`src/design/vid_pkg.sv`:
```
package vid_pkg;

    typedef logic [15:0] word_t;        // vram or register word
    typedef logic [7:0]  vaddr_t;       // vram word address
    typedef logic [3:0]  color_idx_t;   // palette index
    typedef logic [11:0] rgb_t;         // 4 bits per gun, red on top
    typedef logic [1:0]  intr_t;        // one bit per source

    // same 16 bits, raw for the host, four pixels for video
    typedef union packed {
        word_t            raw;
        color_idx_t [3:0] pix;          // pix[3] is the leftmost pixel
    } vram_word_u;

    localparam int VRAM_WORDS     = 256;

    // horizontal timing, clocks
    localparam int H_ACTIVE       = 32;
    localparam int H_FRONT        = 2;
    localparam int H_SYNC         = 4;
    localparam int H_BACK         = 2;
    localparam int H_TOTAL        = H_ACTIVE + H_FRONT + H_SYNC + H_BACK;

    // vertical timing, lines
    localparam int V_ACTIVE       = 8;
    localparam int V_FRONT        = 1;
    localparam int V_SYNC         = 2;
    localparam int V_BACK         = 1;
    localparam int V_TOTAL        = V_ACTIVE + V_FRONT + V_SYNC + V_BACK;

    localparam int WORDS_PER_LINE = H_ACTIVE / 4;  // four pixels per word

    // host register numbers
    localparam logic [3:0] XM_INT_CTRL = 4'd0;  // hi byte mask, lo byte status
    localparam logic [3:0] XM_LINE_CMP = 4'd1;
    localparam logic [3:0] XM_WR_ADDR  = 4'd2;
    localparam logic [3:0] XM_DATA     = 4'd3;
    localparam logic [3:0] XM_RD_ADDR  = 4'd4;
    localparam logic [3:0] XM_PAL_ADDR = 4'd5;
    localparam logic [3:0] XM_PAL_DATA = 4'd6;

    // interrupt bits
    localparam int INTR_VBLANK    = 0;
    localparam int INTR_LINE_CMP  = 1;

endpackage

```
`src/design/intr_ctrl.sv`:
```
`timescale 1ns/1ps

module intr_ctrl import vid_pkg::*; (
    input  logic        clk,
    input  logic        reset_i,
    input  logic        vblank_start_i,
    input  logic        line_start_i,
    input  logic [7:0]  v_count_i,
    input  logic [7:0]  line_cmp_i,
    input  intr_t       intr_mask_i,
    input  intr_t       intr_clear_i,
    output intr_t       intr_status_o,  // sticky until cleared
    output logic        bus_intr_o
);

    intr_t events;

    always_comb begin
        events                = '0;
        events[INTR_VBLANK]   = vblank_start_i;
        events[INTR_LINE_CMP] = line_start_i && (v_count_i == line_cmp_i);
    end

    always_ff @(posedge clk) begin
        if (reset_i) begin
            intr_status_o <= '0;
            bus_intr_o    <= 1'b0;
        end else begin
            // only new, enabled events reach the cpu
            bus_intr_o    <= |(events & intr_mask_i & ~intr_status_o);
            intr_status_o <= (intr_status_o & ~intr_clear_i) | events;  // event beats clear
        end
    end

endmodule

```
`config.mk`:
```
export PLATFORM = sky130hd
export DESIGN_NAME = intr_ctrl
export DESIGN_NICKNAME = d
export VERILOG_FILES = /design/src/design/vid_pkg.sv /design/src/design/intr_ctrl.sv
export SDC_FILE = /design/constraint.sdc
export NUM_CORES = 1
export LEC_CHECK = 0
export BUFFER_PORTS_ARGS = -buffer_cell sky130_fd_sc_hd__buf_4
export CORE_AREA = 2 2 39 41
export CTS_BUF_LIST = sky130_fd_sc_hd__clkbuf_2
export DETAILED_ROUTE_END_ITERATION = 16
export DIE_AREA = 0 0 41 43
export SETUP_SLACK_MARGIN = 0.15
export SLEW_MARGIN = 0
export SYNTH_ARGS = -nofsm -noshare
export SYNTH_HDL_FRONTEND = slang
export SYNTH_SLANG_ARGS = --single-unit
```
`constraint.sdc`:
```
create_clock -name clk -period 1.1 [get_ports clk]
set_input_delay 0.055 -clock clk [delete_from_list [all_inputs] [get_ports clk]]
set_output_delay 0.055 -clock clk [all_outputs]
set_load 0.1 [all_outputs]
```
==> impl_summary.md <==
Timing
The final total negative setup slack is 0 ns. Of the available clock period, the critical path in the final layout requires 85.7%. The number of pins with negative max-slew slack in the final report is 0. Derived from the worst setup path, the maximum achievable clock frequency is 1.06 GHz.

The max-slew headroom at the worst pin is 81.5%. The number of hold-slack violations in the final timing report is 0. The final setup violation count is 0. The pin slew with the least headroom to its limit is 0.279 ns. The worst slack on hold paths is 0.0187 ns. The clock period could shrink to 0.943 ns. On the final layout, the worst clock skew is 0.00409 ns. Setup repair after global routing could not meet its margin everywhere.

The post-layout worst setup margin is 0.157 ns.

Layout
The area added between synthesis and finish is 120%. The final layout contains 78 nets. The leading cell type in the layout, fill and taps excluded is sky130_fd_sc_hd__buf_4.

The library cells used most frequently in the layout, excluding fill and tap cells, are 26 x sky130_fd_sc_hd__buf_4, 6 x sky130_fd_sc_hd__xor2_1, 4 x sky130_fd_sc_hd__clkbuf_2. The number of diodes added for antenna fixing is 0. With fillers left out, the area of the finished cells amounts to 440 um^2. The share of final-layout standard cells stronger than drive strength 1 is 60.4%.

Yosys
The count of cell types in the netlist is 13. The share of the yosys chip area belonging to registers is 30.0%. The Yosys warning count is 0.

The post-synthesis instance area is 200 um^2. The synthesis-stage register bit count is 3. The number of nets in the synthesized netlist is 47. The average instance in the mapped netlist occupies 8.70 um^2.

Synthesis produced a netlist whose cell count is 23.

Power
The maximum ir drop on the vdd rail is 0.498 mV. The total chip power is 0.404 mW. For this design the static power due to leakage is 0.223 nW. Dividing total power by cell area gives a power density of 918 nW/um^2.

Clock tree
The count of cells resized by post-cts repair is 0. The count of buffers added by post-CTS timing repair for setup is 0. The buffer levels on the longest clock path is 2.

The later pin in the worst-skew pair is clocked with a latency of 0.21 ns. The post-CTS clock slew at the launch and capture registers of the worst setup and hold paths is 0.05 ns. Counting every sink on the clock net gives 3. The count of hold-fix buffers inserted at cts is 0. The number of clock buffers added by TritonCTS is 3. In this run the clock root is driven by a sky130_fd_sc_hd__clkbuf_2.

TritonCTS built the clock tree. CTS built an H-tree with a depth of 1.

Global route
Global routing used 7.35% of the available met1 tracks. Entering global routing, the biggest net connects 5 pins. The initial antenna violation count is 0. Global routing consumed, on the met3 layer, 8.38% of the routing resources. In this run the most used layer during global routing was met2.

The global routing usage on met2 is 11.6%. The first global-routing pass estimated 897 um of wire. The via count of the first global-routing pass is 249.

After global routing the overflow that remains totals 0. Global routing used 7.92% of the available tracks.

Place
The total of buffers placed on input and output ports is 26. At the end of routability-driven placement, the weighted congestion stood at 0.569. The setup slack after placement is 0.131 ns.

The standard cell area after detailed placement is 420 um^2.

Hold path
The min-delay analysis places its worst path in the category input pin to register. The hold path startpoint is reset_i.

Routing
The number of DRC markers after the initial detailed-route iteration is 2. Using the TritonRoute via totals, the vias-per-cell ratio works out to 3.78. The average wire per standard cell is 8.51 um. Summed over all layers, the routed wires come to 587 um.

The post-detailed-route count of antenna-violating nets is 0. The total iterations of the first detailed-routing run is 2. In the routed design, unresolved DRC markers number 0. The total number of vias is 261.

Status
The flow ran to the end, and the final reports show no timing, DRC or antenna violations.

Critical path
STA puts the critical path data required time at 1.24 ns. The setup slack of the worst register-to-register path is 0.16 ns. On the critical path, the stage with the largest delay is an instance of sky130_fd_sc_hd__or4bb_1. The number of cells on the worst reg-to-reg path is 2.

The critical path goes through or4bb_1, o21ai_1. The start-to-end type of the worst setup path is register to register. The worst register-to-register path ends at bus_intr_o$_SDFF_PP0_.

Of all nets on the critical path, the largest fanout is 3. The data arrival at the endpoint of the critical path is 1.09 ns. STA classifies the critical path endpoint as a register. STA classifies the critical path startpoint as a register. The critical path ends at bus_intr_o$_SDFF_PP0_. The largest stage delay on the critical path is 0.46 ns. The worst register-to-register path begins at intr_status_o[0]$_SDFF_PP0_. The startpoint of the worst setup timing path is intr_status_o[0]$_SDFF_PP0_.

Die
In this run the vertical extent of the chip is 43 um. The floorplan die width is 41 um. The floorplan has 14 rows. The initial utilization of the core area, before any placement, comes to 14.5%. Pin placement for this block handled 27 I/O pins.

The standard cell core area is 1380 um^2. The overall die area is 1760 um^2.

Run
The tool flagged a number of max-cap violations equal to 0.
[cell usage after synthesis (all sizes together)]
library cell  n  share of area [%]
xor2          6                 26
dfxtp         3                 30
nand2b        3                9.4
o21ai         2                5.0
xnor2         2                8.8
a21oi         1                2.5
inv           1                1.9
nand4         1                3.1
nor2          1                1.9
nor3          1                2.5
nor4          1                3.1
or4bb         1                5.6
[state kept, by name (all words and copies together), names as in the netlist]
| signal | cells |
|---|---|
| bus_intr_o | 1 |
| intr_status_o | 2 |
[cells by family (layout without fill, tap and decap cells)]
family / Yosys count / count (layout) / share of synthesized area [%]
xor+xnor: 8 / 8 / 35.0
simple gates: 8 / 8 / 25.6
compound gates: 3 / 3 / 7.49
flops: 3 / 3 / 30.0
buf+inv: 1 / 31 / 1.87
[layer usage]
layer	up-vias	share of wire [%]
met5	-	0
met3	0	19
li1	137	-
met1	104	36
met2	20	45
met4	0	0
[stage by stage]
| stage | util [%] | cells |
|---|---|---|
| 2_1_floorplan | - | 23 |
| 3_3_place_gp | 30.4 | 65 |
| 3_5_place_dp | 30.4 | 65 |
| 4_1_cts | 31.8 | 69 |
| 5_1_grt | 31.8 | 69 |
| 6_report | 31.8 | 69 |
[worst max-delay path, delay by kind of cell, from the launching register on]
family | cells | cell delay (ns)
simple gates | 1 | 0.46
compound gates | 1 | 0.08
flops | 1 | 0.34
[worst min path at each step]
stage	to	cells past startpoint
finish	intr_status_o[0]$_SDFF_PP0_	2
global route	intr_status_o[0]$_SDFF_PP0_	2
CTS	intr_status_o[0]$_SDFF_PP0_	2
detailed placement	intr_status_o[0]$_SDFF_PP0_	2
global placement	intr_status_o[0]$_SDFF_PP0_	2
floorplan	intr_status_o[0]$_SDFF_PP0_	1
[final cells by class]
class / count / area [um^2]
Clock buffer: 4 / 20.0
Fill cell: 157 / 943
Inverter: 1 / 3.75
Multi-Input combinational cell: 19 / 136
Sequential cell: 3 / 65.1
Tap cell: 16 / 20.0
Timing Repair Buffer: 26 / 195
[where the power goes]
group	internal, mW	switching [mW]
registers	0.112	0.00229
logic	0.0759	0.0580
clock network	0.0960	0.0597
Power figures use the tool's default switching activity.
