### src/design/vid_pkg.sv
package vid_pkg;

    typedef logic [15:0] word_t;        // vram or register word
    typedef logic [7:0]  vaddr_t;       // vram word address
    typedef logic [3:0]  color_idx_t;   // palette index
    typedef logic [11:0] rgb_t;         // 4 bits per gun, red on top
    typedef logic [1:0]  intr_t;        // one bit per source

    // same 16 bits, raw for the host, four pixels for video
    typedef union packed {
        word_t            raw;
        color_idx_t [3:0] pix;          // pix[3] is the leftmost pixel
    } vram_word_u;

    localparam int VRAM_WORDS     = 256;

    // horizontal timing, clocks
    localparam int H_ACTIVE       = 32;
    localparam int H_FRONT        = 2;
    localparam int H_SYNC         = 4;
    localparam int H_BACK         = 2;
    localparam int H_TOTAL        = H_ACTIVE + H_FRONT + H_SYNC + H_BACK;

    // vertical timing, lines
    localparam int V_ACTIVE       = 8;
    localparam int V_FRONT        = 1;
    localparam int V_SYNC         = 2;
    localparam int V_BACK         = 1;
    localparam int V_TOTAL        = V_ACTIVE + V_FRONT + V_SYNC + V_BACK;

    localparam int WORDS_PER_LINE = H_ACTIVE / 4;  // four pixels per word

    // host register numbers
    localparam logic [3:0] XM_INT_CTRL = 4'd0;  // hi byte mask, lo byte status
    localparam logic [3:0] XM_LINE_CMP = 4'd1;
    localparam logic [3:0] XM_WR_ADDR  = 4'd2;
    localparam logic [3:0] XM_DATA     = 4'd3;
    localparam logic [3:0] XM_RD_ADDR  = 4'd4;
    localparam logic [3:0] XM_PAL_ADDR = 4'd5;
    localparam logic [3:0] XM_PAL_DATA = 4'd6;

    // interrupt bits
    localparam int INTR_VBLANK    = 0;
    localparam int INTR_LINE_CMP  = 1;

endpackage

### src/design/pixel_out.sv
`timescale 1ns/1ps

module pixel_out import vid_pkg::*; (
    input  logic        clk,
    input  logic        reset_i,
    input  logic        pal_wr_i,
    input  color_idx_t  pal_idx_i,
    input  rgb_t        pal_data_i,
    input  color_idx_t  pix_i,
    input  logic        hsync_i,
    input  logic        vsync_i,
    input  logic        de_i,
    output logic [3:0]  red_o,
    output logic [3:0]  green_o,
    output logic [3:0]  blue_o,
    output logic        hsync_o,
    output logic        vsync_o,
    output logic        dv_de_o
);

    rgb_t palette [16];
    rgb_t color;                // looked up, not yet blanked

    assign color = palette[pix_i];

    always_ff @(posedge clk) begin
        if (pal_wr_i) begin
            palette[pal_idx_i] <= pal_data_i;
        end
    end

    // single stage keeps colour and syncs aligned
    always_ff @(posedge clk) begin
        if (reset_i) begin
            {red_o, green_o, blue_o} <= '0;
            hsync_o                  <= 1'b0;
            vsync_o                  <= 1'b0;
            dv_de_o                  <= 1'b0;
        end else begin
            {red_o, green_o, blue_o} <= de_i ? color : 12'h000;    // black in blank
            hsync_o                  <= hsync_i;
            vsync_o                  <= vsync_i;
            dv_de_o                  <= de_i;
        end
    end

endmodule

### config.mk
export PLATFORM = sky130hd
export DESIGN_NAME = pixel_out
export DESIGN_NICKNAME = d
export VERILOG_FILES = /design/src/design/vid_pkg.sv /design/src/design/pixel_out.sv
export SDC_FILE = /design/constraint.sdc
export NUM_CORES = 1
export LEC_CHECK = 0
export BUFFER_PORTS_ARGS = -buffer_cell sky130_fd_sc_hd__buf_2
export CAP_MARGIN = 10
export CORE_MARGIN = 3
export CORE_UTILIZATION = 43
export CTS_CLUSTER_DIAMETER = 100
export DETAILED_ROUTE_END_ITERATION = 10
export PLACE_DENSITY = 0.7
export SLEW_MARGIN = 5
export SYNTH_ARGS = -nofsm -noshare
export SYNTH_HDL_FRONTEND = slang
export SYNTH_SLANG_ARGS = --single-unit
export TNS_END_PERCENT = 100
### constraint.sdc
create_clock -name clk -period 4.2 [get_ports clk]
set_clock_uncertainty 0.2 [all_clocks]
set_input_delay 0 -clock clk [delete_from_list [all_inputs] [get_ports clk]]
set_output_delay 0 -clock clk [all_outputs]
set_load 0.01 [all_outputs]
==> impl_metrics.py, run 1 <==
metrics = {
    "synthesis": {
        "synth_cell_types": 28,
        "synthesis.area_mm2": 0.00796,
        "synthTopCellsByCount": "edfxtp_1 (192), mux2i_1 (76), a22oi_1 (31)",
        "synth.top_cell.area_share_pct": 72.4,
        "synth_enable_flop_cells": 192,
        "yosysWarnings": 0,
        "ys_seq_area_share_pct": 76.2,
        "avgSynthCellArea_um2": 18.8,
        "async_flop_share_pct": 0,
        "synthFlopType": "edfxtp_1",
        "synth_most_common_cell": "edfxtp_1",
        "yosysTopAreaCell": "edfxtp_1",
        "synth-seq-cells": 207,
        "ys_top_cells_by_area": "edfxtp_1 (72%), mux2i_1 (9.6%), dfxtp_1 (3.8%)",
        "syn_nets": 449,
        "syn_inst": 423,
    },
    "pwr": {
        "share_seq_of_total_power_pct": 54.9,
        "power_density_mw_per_mm2": 455,
        "cellLeakagePower_nw": 3.29,
        "clkPwrFrac_pct": 39.7,
        "p_comb_share_pct": 5.4,
        "swShare_pct": 20.1,
        "intPower_mw": 3.36,
        "ir_drop_uv": 307,
        "p_switching_mw": 0.849,
        "p_total_mw": 4.21,
    },
    "sta": {
        "setup_tns_ns": 0,
        "rsz0062_at_grt": "no",
        "fin_crit_ns": 2.39,
        "max-slew-margin-rel_pct": 23.2,
        "max_freq_mhz": 419,
        "finalCritPeriodShare_pct": 56.8,
        "setup_violations": 0,
        "holdWs_ns": 0.0481,
        "final_hold_viol_count": 0,
        "slew_viol_final": 0,
        "tightest_slew_ns": 1.15,
    },
    "cells_and_area": {
        "drive_gt1_share_pct": 19.8,
        "n_antenna_cell": 0,
        "finalNetCount": 531,
        "nFillCells": 1435,
        "finalNonFillerCells": 748,
        "syn2layout_area_growth_pct": 16.3,
        "post-route-util_pct": 51.2,
    },
    "route": {
        "finalWirelength_mm": 15.8,
        "drc_errors": 0,
        "vias": 4063,
        "viasPerCell": 5.43,
        "wl_per_cell_um": 21.1,
        "drt-initial-drc-count": 383,
        "antenna_left": 0,
        "drt_pass1_iterations": 5,
    },
    "clock_network": {
        "clock-sinks": 207,
        "cts_resized": 0,
        "clk_latency_ns": 0.48,
        "clkTransAtPathRegs_ns": 0.06,
        "h-tree-depth": 1,
        "cts_tree": "built",
        "post_cts_buffers": 0,
        "cts_buffer_depth": 3,
        "cts_root_buf": "clkbuf_16",
        "cts_buffers": 20,
    },
    "floorplan": {
        "die_w_um": 142,
        "initial_core_util_pct": 44.0,
        "ios": 41,
        "die_area_mm2": 0.0202,
        "core_mm2": 0.0181,
        "rows": 49,
        "fp.dieH_um": 142,
    },
    "global_route": {
        "antenna_found_initial": 0,
        "grt_max_degree": 68,
        "grt_usage_pct": 15.6,
        "grt_pass1_wl_mm": 23.8,
        "grt_pass1_vias": 4051,
        "grt_overflow": 0,
    },
    "worst_hold_path": {
        "min_to": "palette[10][6]",
        "min_from": "pal_wr_i",
        "hold_path_class": "input pin to register",
        "hold-path-cell-count": 4,
    },
    "job": {
        "cap_violations": 0,
    },
    "setup_path": {
        "cpMostUsedCell": "dlygate4sd3_1",
        "critPathCaptureType": "register",
        "reg2reg_to": "blue_o[2]",
        "r2r_setup_slack_ns": 2.22,
        "path_class": "input pin to register",
        "max_stage_delay_ns": 0.82,
        "path_cells": "dlygate4sd3_1 > buf_2 > nor2b_2 > a22oi_2 > o2111ai_1 > dlygate4sd3_1 > nand2_1",
        "cp_slowest_cell": "nor2b_2",
        "rr_worst_depth": 4,
        "r2r_start": "palette[13][2]",
        "critPathBufInv": 3,
        "crit_path_max_fanout": 15,
        "cp-start-kind": "input pin",
        "crit_family": "buffers and inverters",
        "worstPathRequired_ns": 4.37,
        "arrival_ns": 2.56,
    },
    "outcome": {
        "outcome": "finished, final reports clean",
    },
    "placed_design": {
        "place.port_buffers": 40,
        "place_inst": 688,
        "dp_hpwl_mm": 9.43,
        "place_congestion": 0.752,
    },
}
-- metal layers --
layer | vias up | share of wire, % | global-route usage, %
li1 | 1863 | - | -
met1 | 2039 | 43 | 21.3
met2 | 133 | 50 | 25.9
met3 | 28 | 5.5 | 2.96
met4 | 0 | 2.0 | 3.99
met5 | - | 0 | 0
-- flip-flops by register name, indices dropped and copies added, names as in the netlist --
signal / cells
blue_o: 4
dv_de_o: 1
green_o: 4
hsync_o: 1
palette: 192
red_o: 4
vsync_o: 1
-- worst reg2reg max path, cell delays in order (launching register included) --
cell and delay [ns]:
edfxtp_1 0.36, mux4_2 0.48, o2111ai_1 0.18, dlygate4sd3_1 0.59
nand2_1 0.06
-- power groups by stage --
stage / clock network, mW / logic (mW) / registers (mW)
after floorplan: 0 / 0.132 / 2.36
after global placement: 0 / 0.207 / 2.35
after detailed placement: 0 / 0.214 / 2.36
after CTS: 1.70 / 0.232 / 2.31
after global routing: 1.80 / 0.249 / 2.31
final: 1.67 / 0.230 / 2.31
-- through the flow --
| step | cell area [µm²] | worst slack (ns) |
|---|---|---|
| 5_1_grt | 9260 | 1.72 |
| 4_1_cts | 9260 | 1.85 |
| 2_1_floorplan | 7960 | 2.30 |
| 3_3_place_gp | 8400 | 1.95 |
| 6_report | 9260 | 1.81 |
| 3_5_place_dp | 8400 | 1.86 |
-- cell type report --
| type | count | area (µm²) | share of cell area, % |
|---|---|---|---|
| clock buffer | 30 | 589 | 6.36 |
| tap | 229 | 287 | 3.09 |
| timing repair buffer | 81 | 571 | 6.16 |
| multi-input combinational | 195 | 1720 | 18.5 |
| sequential | 207 | 6070 | 65.5 |
| clock inverter | 6 | 31.3 | 0.338 |
-- kinds of logic after synthesis --
kind of cell    synth area share (%)
compound gates                  4.73
flops                           76.2
buf+inv                         2.64
simple gates                    3.90
mux                             12.6
-- worst max path at each step --
stage	start	to	slack, ns	depth (start not counted)
floorplan	pal_idx_i[2]	palette[0][0]	2.30	2
finish	pix_i[1]	blue_o[2]	1.81	7
global route	pix_i[0]	blue_o[2]	1.72	7
detailed placement	pix_i[0]	red_o[1]	1.86	6
global placement	pix_i[0]	blue_o[2]	1.95	6
CTS	pix_i[1]	blue_o[2]	1.85	7
-- layout by cell type, fill, tap and decap left out, drive strengths merged, types with 2 or more instances in the layout --
cell and instances:
buf 57, nor2 13, o21ai 5, edfxtp 192, o31ai 6, nor2b 11, nor3 4, nand3b 2
dfxtp 15, clkinv 5, mux4 10, mux2i 76, dlygate4sd3 24, nand2b 5, nand2 8, nand3 13
a22o 6, clkbuf 30, a22oi 32
-- repair_timing --
action / CTS / global route
hold buffers: 24 / 0
endpoints found under the hold margin: 255 / 0
endpoints found under the setup margin: 0 / 0
No activity file was read; power rests on OpenSTA's default activity.
==> run 2, diff against run 1 <==
==> constraint.sdc (replaced) <==
create_clock -name clk -period 2.37 [get_ports clk]
set_clock_uncertainty 0.2 [all_clocks]
set_input_delay 0 -clock clk [delete_from_list [all_inputs] [get_ports clk]]
set_output_delay 0 -clock clk [all_outputs]
set_load 0.01 [all_outputs]
==> run 2 against run 1 <==
Net effect:
- critical path depth is the same
- total power up 80%
- count of clock-buffer cells in the layout is 2 higher
- register-to-register slack worse by 1.9 ns
- sequential cell count unchanged
- combinational power rose by 80%
- sequential share of layout area decreased by 0.41 points
- routed wire length is 0.81% higher
- final cell count is 0.67% higher
- clock power rose by 84%
- hold slack got worse by 0.028 ns
- via count grew 1.7%
==> impl_metrics.py, run 2 (same netlist as run 1, synthesis figures left out) <==
metrics = {
    "route": {
        "drt-initial-drc-count": 347,
        "antenna_left": 0,
        "drc_errors": 0,
        "drt_pass1_iterations": 4,
        "viasPerCell": 5.49,
        "finalWirelength_mm": 15.9,
        "wl_per_cell_um": 21.1,
        "vias": 4131,
    },
    "clock_network": {
        "cts_resized": 0,
        "clkTransAtPathRegs_ns": 0.06,
        "h-tree-depth": 1,
        "cts_root_buf": "clkbuf_16",
        "cts_buffers": 20,
        "cts_buffer_depth": 3,
        "cts_tree": "built",
        "clock-sinks": 207,
        "clk_latency_ns": 0.48,
    },
    "floorplan": {
        "ios": 41,
        "die_area_mm2": 0.0202,
        "rows": 49,
        "fp.dieH_um": 142,
        "core_mm2": 0.0181,
        "initial_core_util_pct": 44.0,
        "die_w_um": 142,
    },
    "cells_and_area": {
        "finalNetCount": 536,
        "regMostFlops": "palette",
        "syn2layout_area_growth_pct": 17.0,
        "n_antenna_cell": 0,
        "drive_gt1_share_pct": 19.8,
        "largest_register_ffs": 192,
        "layout_commonest_cell": "edfxtp_1",
        "final_cell_mix": "edfxtp_1 (192), mux2i_1 (76), buf_2 (39)",
    },
    "setup_path": {
        "cp-start-kind": "input pin",
        "crit_family": "buffers and inverters",
        "cpMostUsedCell": "dlygate4sd3_1",
        "critPathCaptureType": "register",
        "path_cells": "dlygate4sd3_1 > buf_2 > and2_1 > a22oi_2 > o2111ai_1 > dlygate4sd3_1 > nand2_1",
        "critPathBufInv": 3,
        "max_stage_delay_ns": 0.59,
        "crit_path_max_fanout": 14,
        "cp_slowest_cell": "dlygate4sd3_1",
        "worstPathRequired_ns": 2.54,
        "arrival_ns": 2.25,
        "path_class": "input pin to register",
    },
    "pwr": {
        "p_total_mw": 7.58,
        "p_switching_mw": 1.48,
        "cellLeakagePower_nw": 3.32,
        "power_density_mw_per_mm2": 814,
        "ir_drop_uv": 508,
        "p_comb_share_pct": 5.5,
        "share_seq_of_total_power_pct": 54.0,
        "intPower_mw": 6.10,
        "clkPwrFrac_pct": 40.5,
        "swShare_pct": 19.5,
    },
    "global_route": {
        "grt_pass1_vias": 4270,
        "antenna_found_initial": 0,
        "grt_usage_pct": 16.1,
        "grt_overflow": 0,
        "grt_pass1_wl_mm": 24.7,
        "grt_max_degree": 25,
    },
    "sta": {
        "max-slew-margin-rel_pct": 23.1,
        "fin_crit_ns": 2.08,
        "finalCritPeriodShare_pct": 87.8,
        "setup_violations": 0,
        "rsz0062_at_grt": "no",
        "max_freq_mhz": 480,
        "final_hold_viol_count": 0,
        "tightest_slew_ns": 1.15,
        "slew_viol_final": 0,
        "setup_tns_ns": 0,
    },
    "outcome": {
        "outcome": "finished, final reports clean",
    },
    "placed_design": {
        "place_congestion": 0.825,
        "dp_hpwl_mm": 9.77,
        "place.port_buffers": 40,
    },
    "job": {
        "cap_violations": 0,
    },
    "worst_hold_path": {
        "hold_path_class": "input pin to register",
    },
}
[run 2: area by class of cell]
cell class	count	area, µm²
clock inverter	4	70.1
tap	229	287
timing repair buffer	86	616
sequential	207	6070
clock buffer	32	567
multi-input combinational	195	1710
fill	1399	8770
[run 2: timing repair]
| item | CTS | global route |
|---|---|---|
| setup buffers | 0 | 0 |
| hold buffers | 22 | 0 |
| endpoints found under the hold margin | 255 | 0 |
[run 2: power groups by stage]
stage | clock network, mW | logic, mW | registers (mW)
floorplan | 0 | 0.234 | 4.18
global placement | 0 | 0.380 | 4.17
detailed placement | 0 | 0.391 | 4.17
CTS | 3.12 | 0.419 | 4.10
global route | 3.27 | 0.453 | 4.10
finish | 3.07 | 0.415 | 4.10
[run 2: layer usage]
metal | vias up | part of all wire [%] | GRT usage, %
li1 | 1871 | - | -
met1 | 2104 | 43 | 21.7
met2 | 124 | 49 | 26.6
met3 | 32 | 4.8 | 2.96
met4 | 0 | 2.9 | 5.20
met5 | - | 0 | 0
[run 2: worst min-delay path: cells and delay by family]
family / cells / cell delay [ns]
AND/OR/NAND/NOR: 1 / 0.06
buffers and inverters: 1 / 0.24
multiplexers: 1 / 0.19
AO/OA/AOI/OAI: 2 / 0.15
[run 2: path summary, 6_finish.rpt]
check | to | depth (start not counted) | startpoint | slack [ns]
worst max register to register | blue_o[2] | 4 | palette[13][2] | 0.34
worst min register to register | green_o[3] | 4 | palette[4][7] | 0.51
worst max-delay path | blue_o[2] | 7 | pix_i[1] | 0.29
worst min-delay path | green_o[1] | 5 | pix_i[0] | 0.02
[run 2: per-stage QoR]
| stage | hold slack, ns | utilization, % | cell area [µm²] | instances | worst slack, ns |
|---|---|---|---|---|---|
| floorplan | -0.128 | - | 7960 | 423 | 0.470 |
| global placement | 0.0204 | 46.8 | 8460 | 695 | 0.485 |
| detailed placement | 0.0317 | 46.8 | 8460 | 695 | 0.352 |
| CTS | 0.0194 | 51.5 | 9320 | 753 | 0.268 |
| global route | 0.0316 | 51.5 | 9320 | 753 | 0.163 |
| finish | 0.0203 | 51.5 | 9320 | 753 | 0.288 |
