`config.mk`:
```
export PLATFORM = sky130hd
export DESIGN_NAME = video_fetch
export DESIGN_NICKNAME = d
export VERILOG_FILES = /design/src/design/vid_pkg.sv /design/src/design/video_fetch.sv
export SDC_FILE = /design/constraint.sdc
export NUM_CORES = 1
export LEC_CHECK = 0
export BUFFER_PORTS_ARGS = -buffer_cell sky130_fd_sc_hd__buf_2
export CAP_MARGIN = 5
export CORE_ASPECT_RATIO = 2
export CORE_MARGIN = 4
export CORE_UTILIZATION = 52
export CTS_BUF_LIST = sky130_fd_sc_hd__clkbuf_4
export DETAILED_ROUTE_END_ITERATION = 8
export GPL_TIMING_DRIVEN = 0
export PLACE_DENSITY = 0.81
export REMOVE_ABC_BUFFERS = 1
export SLEW_MARGIN = 15
export SYNTH_ARGS = -nofsm -noshare
export SYNTH_HDL_FRONTEND = slang
export SYNTH_SLANG_ARGS = --single-unit
export TNS_END_PERCENT = 30
```
`constraint.sdc`:
```
create_clock -name clk -period 1.8 [get_ports clk]
set_input_delay 0.18 -clock clk [delete_from_list [all_inputs] [get_ports clk]]
set_output_delay 0.18 -clock clk [all_outputs]
set_load 0.02 [all_outputs]
```
`src/design/vid_pkg.sv`:
```
package vid_pkg;

    typedef logic [15:0] word_t;        // vram or register word
    typedef logic [7:0]  vaddr_t;       // vram word address
    typedef logic [3:0]  color_idx_t;   // palette index
    typedef logic [11:0] rgb_t;         // 4 bits per gun, red on top
    typedef logic [1:0]  intr_t;        // one bit per source

    // same 16 bits, raw for the host, four pixels for video
    typedef union packed {
        word_t            raw;
        color_idx_t [3:0] pix;          // pix[3] is the leftmost pixel
    } vram_word_u;

    localparam int VRAM_WORDS     = 256;

    // horizontal timing, clocks
    localparam int H_ACTIVE       = 32;
    localparam int H_FRONT        = 2;
    localparam int H_SYNC         = 4;
    localparam int H_BACK         = 2;
    localparam int H_TOTAL        = H_ACTIVE + H_FRONT + H_SYNC + H_BACK;

    // vertical timing, lines
    localparam int V_ACTIVE       = 8;
    localparam int V_FRONT        = 1;
    localparam int V_SYNC         = 2;
    localparam int V_BACK         = 1;
    localparam int V_TOTAL        = V_ACTIVE + V_FRONT + V_SYNC + V_BACK;

    localparam int WORDS_PER_LINE = H_ACTIVE / 4;  // four pixels per word

    // host register numbers
    localparam logic [3:0] XM_INT_CTRL = 4'd0;  // hi byte mask, lo byte status
    localparam logic [3:0] XM_LINE_CMP = 4'd1;
    localparam logic [3:0] XM_WR_ADDR  = 4'd2;
    localparam logic [3:0] XM_DATA     = 4'd3;
    localparam logic [3:0] XM_RD_ADDR  = 4'd4;
    localparam logic [3:0] XM_PAL_ADDR = 4'd5;
    localparam logic [3:0] XM_PAL_DATA = 4'd6;

    // interrupt bits
    localparam int INTR_VBLANK    = 0;
    localparam int INTR_LINE_CMP  = 1;

endpackage

```
`src/design/video_fetch.sv`:
```
`timescale 1ns/1ps

module video_fetch import vid_pkg::*; (
    input  logic        clk,
    input  logic        reset_i,
    output logic        vid_sel_o,
    output vaddr_t      vid_addr_o,
    input  vram_word_u  vid_data_i,
    output color_idx_t  pix_o,
    output logic        hsync_o,
    output logic        vsync_o,
    output logic        de_o,
    output logic        vblank_start_o,
    output logic        line_start_o,
    output logic [7:0]  v_count_o
);

    logic [5:0] h_cnt;
    logic [3:0] v_cnt;
    logic       de_raw;
    logic       hs_raw;
    logic       vs_raw;
    logic [1:0] de_d;           // two clocks, fetch plus load
    logic [1:0] hs_d;
    logic [1:0] vs_d;
    logic       load;           // vid_data_i valid
    vram_word_u shreg;          // pixels shifting out, top nibble first

    assign de_raw = (h_cnt < H_ACTIVE) && (v_cnt < V_ACTIVE);
    assign hs_raw = (h_cnt >= H_ACTIVE + H_FRONT) && (h_cnt < H_ACTIVE + H_FRONT + H_SYNC);
    assign vs_raw = (v_cnt >= V_ACTIVE + V_FRONT) && (v_cnt < V_ACTIVE + V_FRONT + V_SYNC);

    // one fetch every fourth clock of the active line
    assign vid_sel_o  = de_raw && (h_cnt[1:0] == 2'b00);
    assign vid_addr_o = vaddr_t'(v_cnt * WORDS_PER_LINE + (h_cnt >> 2));

    assign vblank_start_o = (h_cnt == 6'd0) && (v_cnt == V_ACTIVE);
    assign line_start_o   = (h_cnt == 6'd0);
    assign v_count_o      = {4'h0, v_cnt};

    assign pix_o   = shreg.pix[3];
    assign de_o    = de_d[1];
    assign hsync_o = hs_d[1];
    assign vsync_o = vs_d[1];

    always_ff @(posedge clk) begin
        if (reset_i) begin
            h_cnt <= '0;
            v_cnt <= '0;
            load  <= 1'b0;
            de_d  <= '0;
            hs_d  <= '0;
            vs_d  <= '0;
        end else begin
            load <= vid_sel_o;
            de_d <= {de_d[0], de_raw};
            hs_d <= {hs_d[0], hs_raw};
            vs_d <= {vs_d[0], vs_raw};
            if (h_cnt == H_TOTAL - 1) begin
                h_cnt <= '0;
                v_cnt <= (v_cnt == V_TOTAL - 1) ? 4'd0 : v_cnt + 1'b1;
            end else begin
                h_cnt <= h_cnt + 1'b1;
            end
        end
    end

    // next word lands right as the last nibble leaves
    always_ff @(posedge clk) begin
        if (load) begin
            shreg <= vid_data_i;
        end else begin
            shreg.pix <= {shreg.pix[2:0], 4'h0};
        end
    end

    assert property (@(posedge clk) disable iff (reset_i) de_o |-> !hsync_o)
        else $error("display enable high during hsync");

endmodule

```
==> impl_metrics.csv, run 1 <==
group,metric,value,unit
timing,fin_setup_tns,0,ns
clocking,post_cts_buffers,0,
setup_path,end_kind,"output pin",
routing,drt-met1-wl,839,um
setup_path,critPathLaunchType,"flip-flop",
synth,synth_edf_count,0,
routing,drt_iter0_markers,16,
power,powerDensity,849,mW/mm^2
die,die_h,81.7,um
global_route,grt_overflow_total,0,
finish,final_cell_mix,"buf_2 (39), dfxtp_1 (30), mux2_2 (12)",
clocking,cts_tree,"built",
timing,finClkSkew,0.00470,ns
finish,fin_nets,189,
setup_path,cp-endpoint,"vblank_start_o",
placement,gp_congestion,0.855,
timing,max_slew_margin,61.0,%
setup_path,crit_chain,"nor4_1 -> and2_1 -> and3_1 -> buf_2",
timing,setup_violations,0,
routing,drc,0,
clocking,cts_hold_buffers,0,
global_route,grt_pass1_wl,4000,um
routing,wl_met2,1330,um
synth,yosysSeqAreaShare,46.8,%
run,drv_cap,0,
routing,first_pass_iters,4,
clocking,cts_buffer_depth,2,
routing,vias,1007,
global_route,antenna_found_initial,0,
synth,synth-seq-cells,33,
hold_path,hp-class,"in -> reg",
setup_path,cp.depth,4,
timing,fmax,0.599,GHz
timing,grt_setup_unrepaired,"no",
finish,area_growth,9.93,%
synth,synth_top_area_share,46.8,%
clocking,cts_resized,0,
setup_path,ff2ff_setup_slack,0.35,ns
finish,antenna_cells,0,
routing,wire_per_inst,13.3,um
clocking,clock_sinks,33,
setup_path,r2r-end,"v_cnt[0]$_SDFFE_PP0N_",
synth,avgSynthCellArea,10.5,sq um
setup_path,cp_slowest_cell,"dfxtp_2",
finish,layout.cells.non_filler,191,
synth,synth-async-reset-ratio,0,%
setup_path,worstReg2RegStart,"h_cnt[3]$_SDFF_PP0_",
setup_path,critPathRequiredTime,1.62,ns
clocking,cts_buffers,5,
clocking,cts_htree_levels,2,
synth,syn_inst,134,
die,io_pins,44,
setup_path,crit_fanout,8,
die,initial_utilization,54.9,%
routing,routed_wl,2530,um
synth,ys_types,32,
synth,yosysWarnings,0,
die,die_area,0.00366,sq mm
placement,dp.cells,185,
placement,io_buffers,39,
routing,dr.max_layer_used,"met4",
setup_path,path_delay_family,"simple AND/OR/NAND/NOR gates",
setup_path,critPathArrivalTime,1.49,ns
synth,synth_top_area_cell,"dfxtp_1",
power,ir_worst_vdd,0.000520,V
setup_path,ff2ff_path_depth,3,
synth,ys.flop_type,"dfxtp_1",
timing,final-max-slew-violation-count,0,
die,core_area,0.00257,sq mm
finish,drive_gt1_share,37.4,%
setup_path,crit_type,"reg -> out",
setup_path,crit_path_max_incr_delay,0.38,ns
global_route,grt_pass1_vias,959,
routing,ant_nets,0,
timing,holdWs,0.0619,ns
die,rows,26,
timing,post-route-min-period,1.67,ns
synth,synth_area_leaders,"dfxtp_1 (47%), mux2_2 (9.6%), buf_4 (6.4%), ha_1 (6.2%), buf_6 (3.2%)",
finish,mostFrequentLayoutCell,"buf_2",
die,die_x,44.8,um
routing,routed_via_density,5.27,
clocking,cts.clk_slew.worst_paths,0.09,ns
synth,netlist_area,0.00141,sq mm
routing,met3WireLength,289,um
global_route,grt_max_degree,19,
setup_path,crit_start,"h_cnt[2]$_SDFF_PP0_",
timing,hold_viol_final,0,
placement,hpwl,1970,um
clocking,cts-root-buf,"clkbuf_4",
timing,worstMarginPinSlew,0.584,ns
power,fin_total_pwr,1.32,mW
clocking,clk_latency,0.32,ns
global_route,grtUsageTotal,15.3,%
power,leakage,0.716,nW
setup_path,cp_num_buf_inv,1,
run_status,outcome,"complete, no violations",
timing,period_share,92.8,%
[cell usage after synthesis (2+ instances only)]
library cell,count
nor2b_1,6
nand3_1,5
nand2b_1,2
nor2_1,4
ha_1,7
a211oi_1,2
and3_1,2
inv_1,5
and2_1,6
buf_4,12
xnor2_1,3
mux2_2,12
xor2_1,3
buf_6,4
o21ai_0,3
nand2_1,2
nor3b_1,3
a21oi_1,3
dfxtp_1,33
nor3_1,5
[metrics by stage]
step           util, %  setup slack [ns]  instance area [sq um]
2_1_floorplan        -             0.341                   1270
3_3_place_gp      58.6             0.337                   1510
3_5_place_dp      58.6             0.307                   1510
4_1_cts           60.2            0.0412                   1550
5_1_grt           60.4           0.00271                   1550
6_report          60.4             0.130                   1550
[state kept, by name, indices dropped and copies added (netlist names)]
signal	count
shreg	16
h_cnt	6
v_cnt	4
de_d	2
hs_d	2
vs_d	2
load	1
[report_power, final]
part | internal [mW] | switching (mW) | total, mW
sequential | 0.782 | 0.0283 | 0.810
combinational | 0.0789 | 0.0760 | 0.155
clock | 0.135 | 0.216 | 0.352
[layer usage]
metal  vias up  GRT usage, %
met1       458          13.2
met4         0          8.80
met3        10          7.68
met2        50          27.1
met5         -             0
li1        489             -
[cell families (layout without fill, tap and decap cells)]
kind of cell	after synthesis	count (layout)	synth area share, %
AOI/OAI and AO/OA	11	11	5.14
xor gates and xnor gates	6	6	3.72
adders and majority gates	7	7	6.21
buffers and inverters	24	50	11.8
DFF	33	33	46.8
muxes	12	12	9.57
other	1	4	0.266
and+or+nand+nor	40	40	16.5
[final cells by class]
type                    count  area, sq um
clock buffers               5         37.5
clock inverters             1         5.00
fillers                   231         1020
inverters                   5         18.8
multi-input cells          80          596
flip-flops and latches     33          664
well taps                  28         35.0
repair buffers             39          195
[how the worst min path moves through the flow]
stage | startpoint | endpoint | slack, ns | cells after the start
5_1_grt | vid_data_i[1] | shreg[1]$_SDFF_PN0_ | 0.04 | 2
4_1_cts | vid_data_i[3] | shreg[3]$_SDFF_PN0_ | 0.05 | 2
6_report | vid_data_i[3] | shreg[3]$_SDFF_PN0_ | 0.06 | 2
3_3_place_gp | vid_data_i[3] | shreg[3]$_SDFF_PN0_ | 0.39 | 2
2_1_floorplan | reset_i | v_cnt[0]$_SDFFE_PP0N_ | 0.25 | 1
3_5_place_dp | vid_data_i[1] | shreg[1]$_SDFF_PN0_ | 0.39 | 2
[worst register-to-register path, stage by stage (launching register included)]
cell and delay, ns:
dfxtp_1 0.38, or3b_1 0.52, a2111o_1 0.38, a21oi_1 0.11
Power figures use the tool's default switching activity.
==> run 2: changes to the inputs <==
==> constraint.sdc (replaced) <==
create_clock -name clk -period 1.8 [get_ports clk]
set_input_delay 0.27 -clock clk [delete_from_list [all_inputs] [get_ports clk]]
set_output_delay 0.27 -clock clk [all_outputs]
set_load 0.02 [all_outputs]
==> run 2 against run 1 <==
  * First-iteration DRC count increased by 19%
  * Maximum frequency fell by 3.7%
  * Combinational power grew 7%
  * Cell count is 0.52% higher
  * Cell area increased by 2.8%
  * Largest power group unchanged
==> impl_metrics.csv, run 2 (synthesized netlist as in run 1, its figures left out) <==
group,metric,value,unit
finish,final_cell_mix,"buf_2 (37), dfxtp_1 (27), mux2_2 (12)",
die,io_pins,44,
die,initial_utilization,54.9,%
setup_path,ff2ff_path_depth,3,
routing,wl_met2,1370,um
die,rows,26,
timing,setup_violations,0,
power,ir_worst_vdd,0.000519,V
finish,mostFrequentLayoutCell,"buf_2",
timing,grt_setup_unrepaired,"yes",
setup_path,end_kind,"output pin",
finish,top_regs,"shreg: 16 flops, h_cnt: 6 flops, v_cnt: 4 flops",
placement,hpwl,1970,um
routing,routed_wl,2590,um
die,die_h,81.7,um
hold_path,hp-class,"in -> reg",
timing,finClkSkew,0.00421,ns
die,die_area,0.00366,sq mm
die,die_x,44.8,um
setup_path,crit_type,"reg -> out",
finish,drive_gt1_share,41.5,%
clocking,clk_latency,0.32,ns
clocking,cts_buffer_depth,2,
routing,drc,0,
clocking,cts_hold_buffers,0,
run,drv_cap,0,
setup_path,crit_start,"h_cnt[2]$_SDFF_PP0_",
routing,met3WireLength,290,um
global_route,grt_pass1_wl,4000,um
setup_path,critPathArrivalTime,1.47,ns
global_route,antenna_found_initial,0,
routing,drt_iter0_markers,19,
power,powerDensity,830,mW/mm^2
clocking,cts_tree,"built",
finish,largest_reg_flops,16,
finish,area_growth,13.0,%
setup_path,critPathLaunchType,"flip-flop",
setup_path,ff2ff_setup_slack,0.31,ns
routing,drt-met1-wl,867,um
timing,worstMarginPinSlew,0.584,ns
finish,fin_nets,190,
clocking,cts-root-buf,"clkbuf_4",
setup_path,critPathRequiredTime,1.53,ns
placement,io_buffers,39,
routing,ant_nets,0,
placement,gp_congestion,0.855,
setup_path,worstReg2RegStart,"h_cnt[3]$_SDFF_PP0_",
finish,fin_util,62.1,%
routing,vias,1013,
setup_path,crit_fanout,8,
timing,hold_viol_final,0,
clocking,cts_htree_levels,2,
routing,first_pass_iters,4,
timing,final-max-slew-violation-count,0,
routing,dr.max_layer_used,"met4",
global_route,grt_overflow_total,0,
placement,placed_area,0.00151,sq mm
power,fin_total_pwr,1.32,mW
routing,routed_via_density,5.28,
routing,wire_per_inst,13.5,um
setup_path,cp-endpoint,"vblank_start_o",
global_route,grt_max_degree,19,
clocking,cts.clk_slew.worst_paths,0.09,ns
clocking,clock_sinks,33,
timing,period_share,96.4,%
finish,fin_area,0.00160,sq mm
global_route,grtUsageTotal,15.3,%
clocking,cts_buffers,5,
run_status,outcome,"complete, no violations",
timing,fmax,0.576,GHz
power,leakage,0.728,nW
finish,antenna_cells,0,
setup_path,r2r-end,"v_cnt[0]$_SDFFE_PP0N_",
timing,post-route-min-period,1.74,ns
timing,max_slew_margin,61.0,%
global_route,grt_pass1_vias,959,
finish,regMostFlops,"shreg",
die,core_area,0.00257,sq mm
## run 2: cell types whose count changed in the layout (fill, tap and decap cells not counted)
cell     delta
and2_1      -1
and2_4      +1
buf_2       -2
buf_4       +3
dfxtp_1     -3
dfxtp_4     +3
ha_1        -1
ha_2        +1
nor4_1      -1
nor4_4      +1
## run 2: what timing repair did
action | 4_1_cts | 5_1_grt
setup buffers | 0 | 1
setup endpoints to repair | 3 | 3
pin swaps | 0 | 1
resized for setup | 3 | 12
gates cloned | 0 | 0
## run 2: final cells by class
class,instances,area [sq um]
flip-flops and latches,33,676
well taps,28,35.0
clock buffers,5,37.5
multi-input cells,80,616
repair buffers,40,208
clock inverters,1,5.00
fillers,220,975
inverters,5,18.8
## run 2: worst min path at each step
| stage | startpoint | to | slack [ns] | depth (start not counted) |
|---|---|---|---|---|
| 2_1_floorplan | reset_i | v_cnt[0]$_SDFFE_PP0N_ | 0.34 | 1 |
| 3_3_place_gp | vs_d[0]$_SDFF_PP0_ | vs_d[1]$_SDFF_PP0_ | 0.42 | 1 |
| 3_5_place_dp | vs_d[0]$_SDFF_PP0_ | vs_d[1]$_SDFF_PP0_ | 0.43 | 1 |
| 4_1_cts | vid_data_i[3] | shreg[3]$_SDFF_PN0_ | 0.14 | 2 |
| 5_1_grt | vid_data_i[1] | shreg[1]$_SDFF_PN0_ | 0.13 | 2 |
| 6_report | vid_data_i[3] | shreg[3]$_SDFF_PN0_ | 0.15 | 2 |
## run 2: worst max-delay path, stage by stage (launching register included)
cell	delay (ns)
dfxtp_4	0.39
nor4_4	0.28
and2_4	0.19
and3_1	0.15
buf_4	0.13
## run 2: report_power, final
part | leakage (nW) | switching, mW | internal [mW]
clock | 0.0269 | 0.215 | 0.135
sequential | 0.275 | 0.0292 | 0.779
combinational | 0.426 | 0.0778 | 0.0881
## run 2: per-stage QoR
step	hold slack, ns	std cells	TNS (ns)	setup slack [ns]
final	0.154	192	0	0.0649
after detailed placement	0.432	185	0	0.307
after global routing	0.129	192	-0.0220	-0.0220
after CTS	0.136	191	0	0.00283
after global placement	0.419	185	0	0.337
after floorplan	0.339	118	0	0.252
## run 2: routing by layer
metal	up-vias	track usage [%]
met1	459	13.2
met3	8	7.68
li1	493	-
met2	53	27.1
met4	0	8.80
met5	-	0
==> run 3: changes to the inputs <==
--- a/config.mk
+++ b/config.mk
@@ -7,13 +7,15 @@
 export LEC_CHECK = 0
 export BUFFER_PORTS_ARGS = -buffer_cell sky130_fd_sc_hd__buf_2
 export CAP_MARGIN = 5
+export CELL_PAD_IN_SITES_DETAIL_PLACEMENT = 1
+export CELL_PAD_IN_SITES_GLOBAL_PLACEMENT = 1
 export CORE_ASPECT_RATIO = 2
 export CORE_MARGIN = 4
-export CORE_UTILIZATION = 52
+export CORE_UTILIZATION = 39
 export CTS_BUF_LIST = sky130_fd_sc_hd__clkbuf_4
 export DETAILED_ROUTE_END_ITERATION = 8
 export GPL_TIMING_DRIVEN = 0
-export PLACE_DENSITY = 0.81
+export PLACE_DENSITY_LB_ADDON = 0.1
 export REMOVE_ABC_BUFFERS = 1
 export SLEW_MARGIN = 15
 export SYNTH_ARGS = -nofsm -noshare
==> run 3 against run 2 <==
  * Sequential power is essentially flat
  * Clock skew grew 0.0016 ns
  * Non-clock buffer count shrank 1
  * Sequential cell count is the same
  * Die area grew 28%
  * Total power grew 2.7%
  * Critical path depth is the same
  * Critical endpoint unchanged
  * Critical path type unchanged
  * Cell area grew 1.1%
  * First-iteration DRC count shrank 42%
==> impl_metrics.csv, run 3 (synthesized netlist as in run 1, its figures left out) <==
group,metric,value,unit
timing,final-max-slew-violation-count,0,
power,comb_power_share,11.8,%
routing,routed_via_density,4.72,
die,die_h,93.1,um
routing,vias,1006,
run,drv_cap,0,
setup_path,critPathRequiredTime,1.53,ns
clocking,clk_latency,0.32,ns
finish,top_regs,"shreg: 16 flops, h_cnt: 6 flops, v_cnt: 4 flops",
die,rows,30,
setup_path,critPathLaunchType,"flip-flop",
setup_path,crit_start,"h_cnt[2]$_SDFF_PP0_",
clocking,cts_hold_buffers,0,
placement,io_buffers,39,
hold_path,hp-class,"in -> reg",
timing,finClkSkew,0.00585,ns
clocking,post_cts_buffers,0,
timing,fmax,0.581,GHz
finish,fin_area,0.00161,sq mm
finish,antenna_cells,0,
die,die_x,50.5,um
power,power_switching_share,25.7,%
global_route,grt_pass1_vias,1081,
power,pwr-share-clk,28.8,%
clocking,cts_buffer_depth,2,
routing,drt_iter0_markers,11,
die,die_area,0.00470,sq mm
hold_path,hp-start,"vid_data_i[1]",
finish,regMostFlops,"shreg",
timing,post-route-min-period,1.72,ns
finish,fin_nets,189,
die,initial_utilization,40.9,%
placement,hpwl,2170,um
clocking,cts_tree,"built",
clocking,clock_sinks,33,
die,io_pins,44,
finish,final_cell_mix,"buf_2 (38), dfxtp_1 (28), mux2_2 (12)",
die,core_area,0.00345,sq mm
timing,max_slew_margin,59.7,%
global_route,grt_overflow_total,0,
setup_path,worstReg2RegStart,"h_cnt[3]$_SDFF_PP0_",
clocking,cts_buffers,5,
timing,worstMarginPinSlew,0.604,ns
finish,area_growth,14.3,%
routing,wire_per_inst,12.9,um
routing,routed_wl,2760,um
setup_path,critPathArrivalTime,1.45,ns
finish,mostFrequentLayoutCell,"buf_2",
routing,first_pass_iters,3,
global_route,grtUsageTotal,13.2,%
finish,largest_reg_flops,16,
power,fin_total_pwr,1.36,mW
timing,grt_setup_unrepaired,"no",
power,seqPwrFrac,59.4,%
power,ir_worst_vdd,0.000522,V
routing,ant_nets,0,
power,p_int,1.01,mW
global_route,antenna_found_initial,0,
timing,period_share,95.6,%
timing,hold_viol_final,0,
setup_path,crit_fanout,8,
clocking,cts_htree_levels,2,
timing,fin_setup_tns,0,ns
timing,setup_violations,0,
finish,drive_gt1_share,41.8,%
power,power.switching,0.350,mW
routing,drc,0,
placement,gp_congestion,0.765,
global_route,grt_max_degree,19,
placement,placed_area,0.00153,sq mm
power,powerDensity,843,mW/mm^2
setup_path,crit_type,"reg -> out",
clocking,cts-root-buf,"clkbuf_4",
power,leakage,0.718,nW
run_status,outcome,"complete, no violations",
clocking,cts.clk_slew.worst_paths,0.10,ns
setup_path,end_kind,"output pin",
global_route,grt_pass1_wl,4710,um
[run 3: cell types whose count changed in the layout (fill, tap and decap cells not counted), sizes merged]
cell | previous run | this run
clkinvlp | 0 | 1
buf | 40 | 39
clkinv | 1 | 2
[run 3: area by class of cell]
type / instances / area [sq um]
Fill cell: 419 / 1840
Sequential cell: 33 / 672
Multi-Input combinational cell: 80 / 609
Timing Repair Buffer: 39 / 198
Tap cell: 48 / 60.1
Clock buffer: 5 / 37.5
Inverter: 5 / 18.8
Clock inverter: 3 / 17.5
[run 3: what timing repair did]
item,in CTS,in global routing
cloned,0,0
pin swaps,0,0
gates resized for setup,3,9
endpoints found under the setup margin,4,5
[run 3: through the flow]
| stage | hold slack, ns | setup WS [ns] | instances | util [%] |
|---|---|---|---|---|
| floorplan | 0.339 | 0.252 | 118 | - |
| detailed placement | 0.429 | 0.271 | 205 | 44.3 |
| global route | 0.136 | 0.00565 | 213 | 46.7 |
| global placement | 0.423 | 0.300 | 205 | 44.3 |
| CTS | 0.127 | 0.00512 | 213 | 46.0 |
| finish | 0.146 | 0.0794 | 213 | 46.7 |
[run 3: power groups by stage]
stage               sequential [mW]  clock, mW  combinational, mW
global route                  0.816      0.447              0.177
CTS                           0.812      0.419              0.161
finish                        0.808      0.392              0.161
floorplan                     0.843          0             0.0794
global placement              0.825          0              0.155
detailed placement            0.828          0              0.160
[run 3: worst max-delay path, stage by stage, from the launching register on]
cell and delay [ns]:
dfxtp_2 0.38, nor4_2 0.27, and2_4 0.19, and3_1 0.14, buf_2 0.15
[run 3: per-layer routing]
layer / vias to the layer above / routed length [um] / global-route usage [%]
met4: 0 / 44 / 6.74
met2: 31 / 1560 / 25.4
met3: 4 / 152 / 4.31
met5: - / 0 / 0
li1: 492 / - / -
met1: 479 / 1000 / 11.5
[run 3: worst paths after layout]
path,endpoint,cells after the start,slack (ns)
max,vblank_start_o,4,0.08
min,shreg[1]$_SDFF_PN0_,2,0.15
max reg2reg,v_cnt[0]$_SDFFE_PP0N_,3,0.30
min reg2reg,vs_d[1]$_SDFF_PP0_,1,0.44
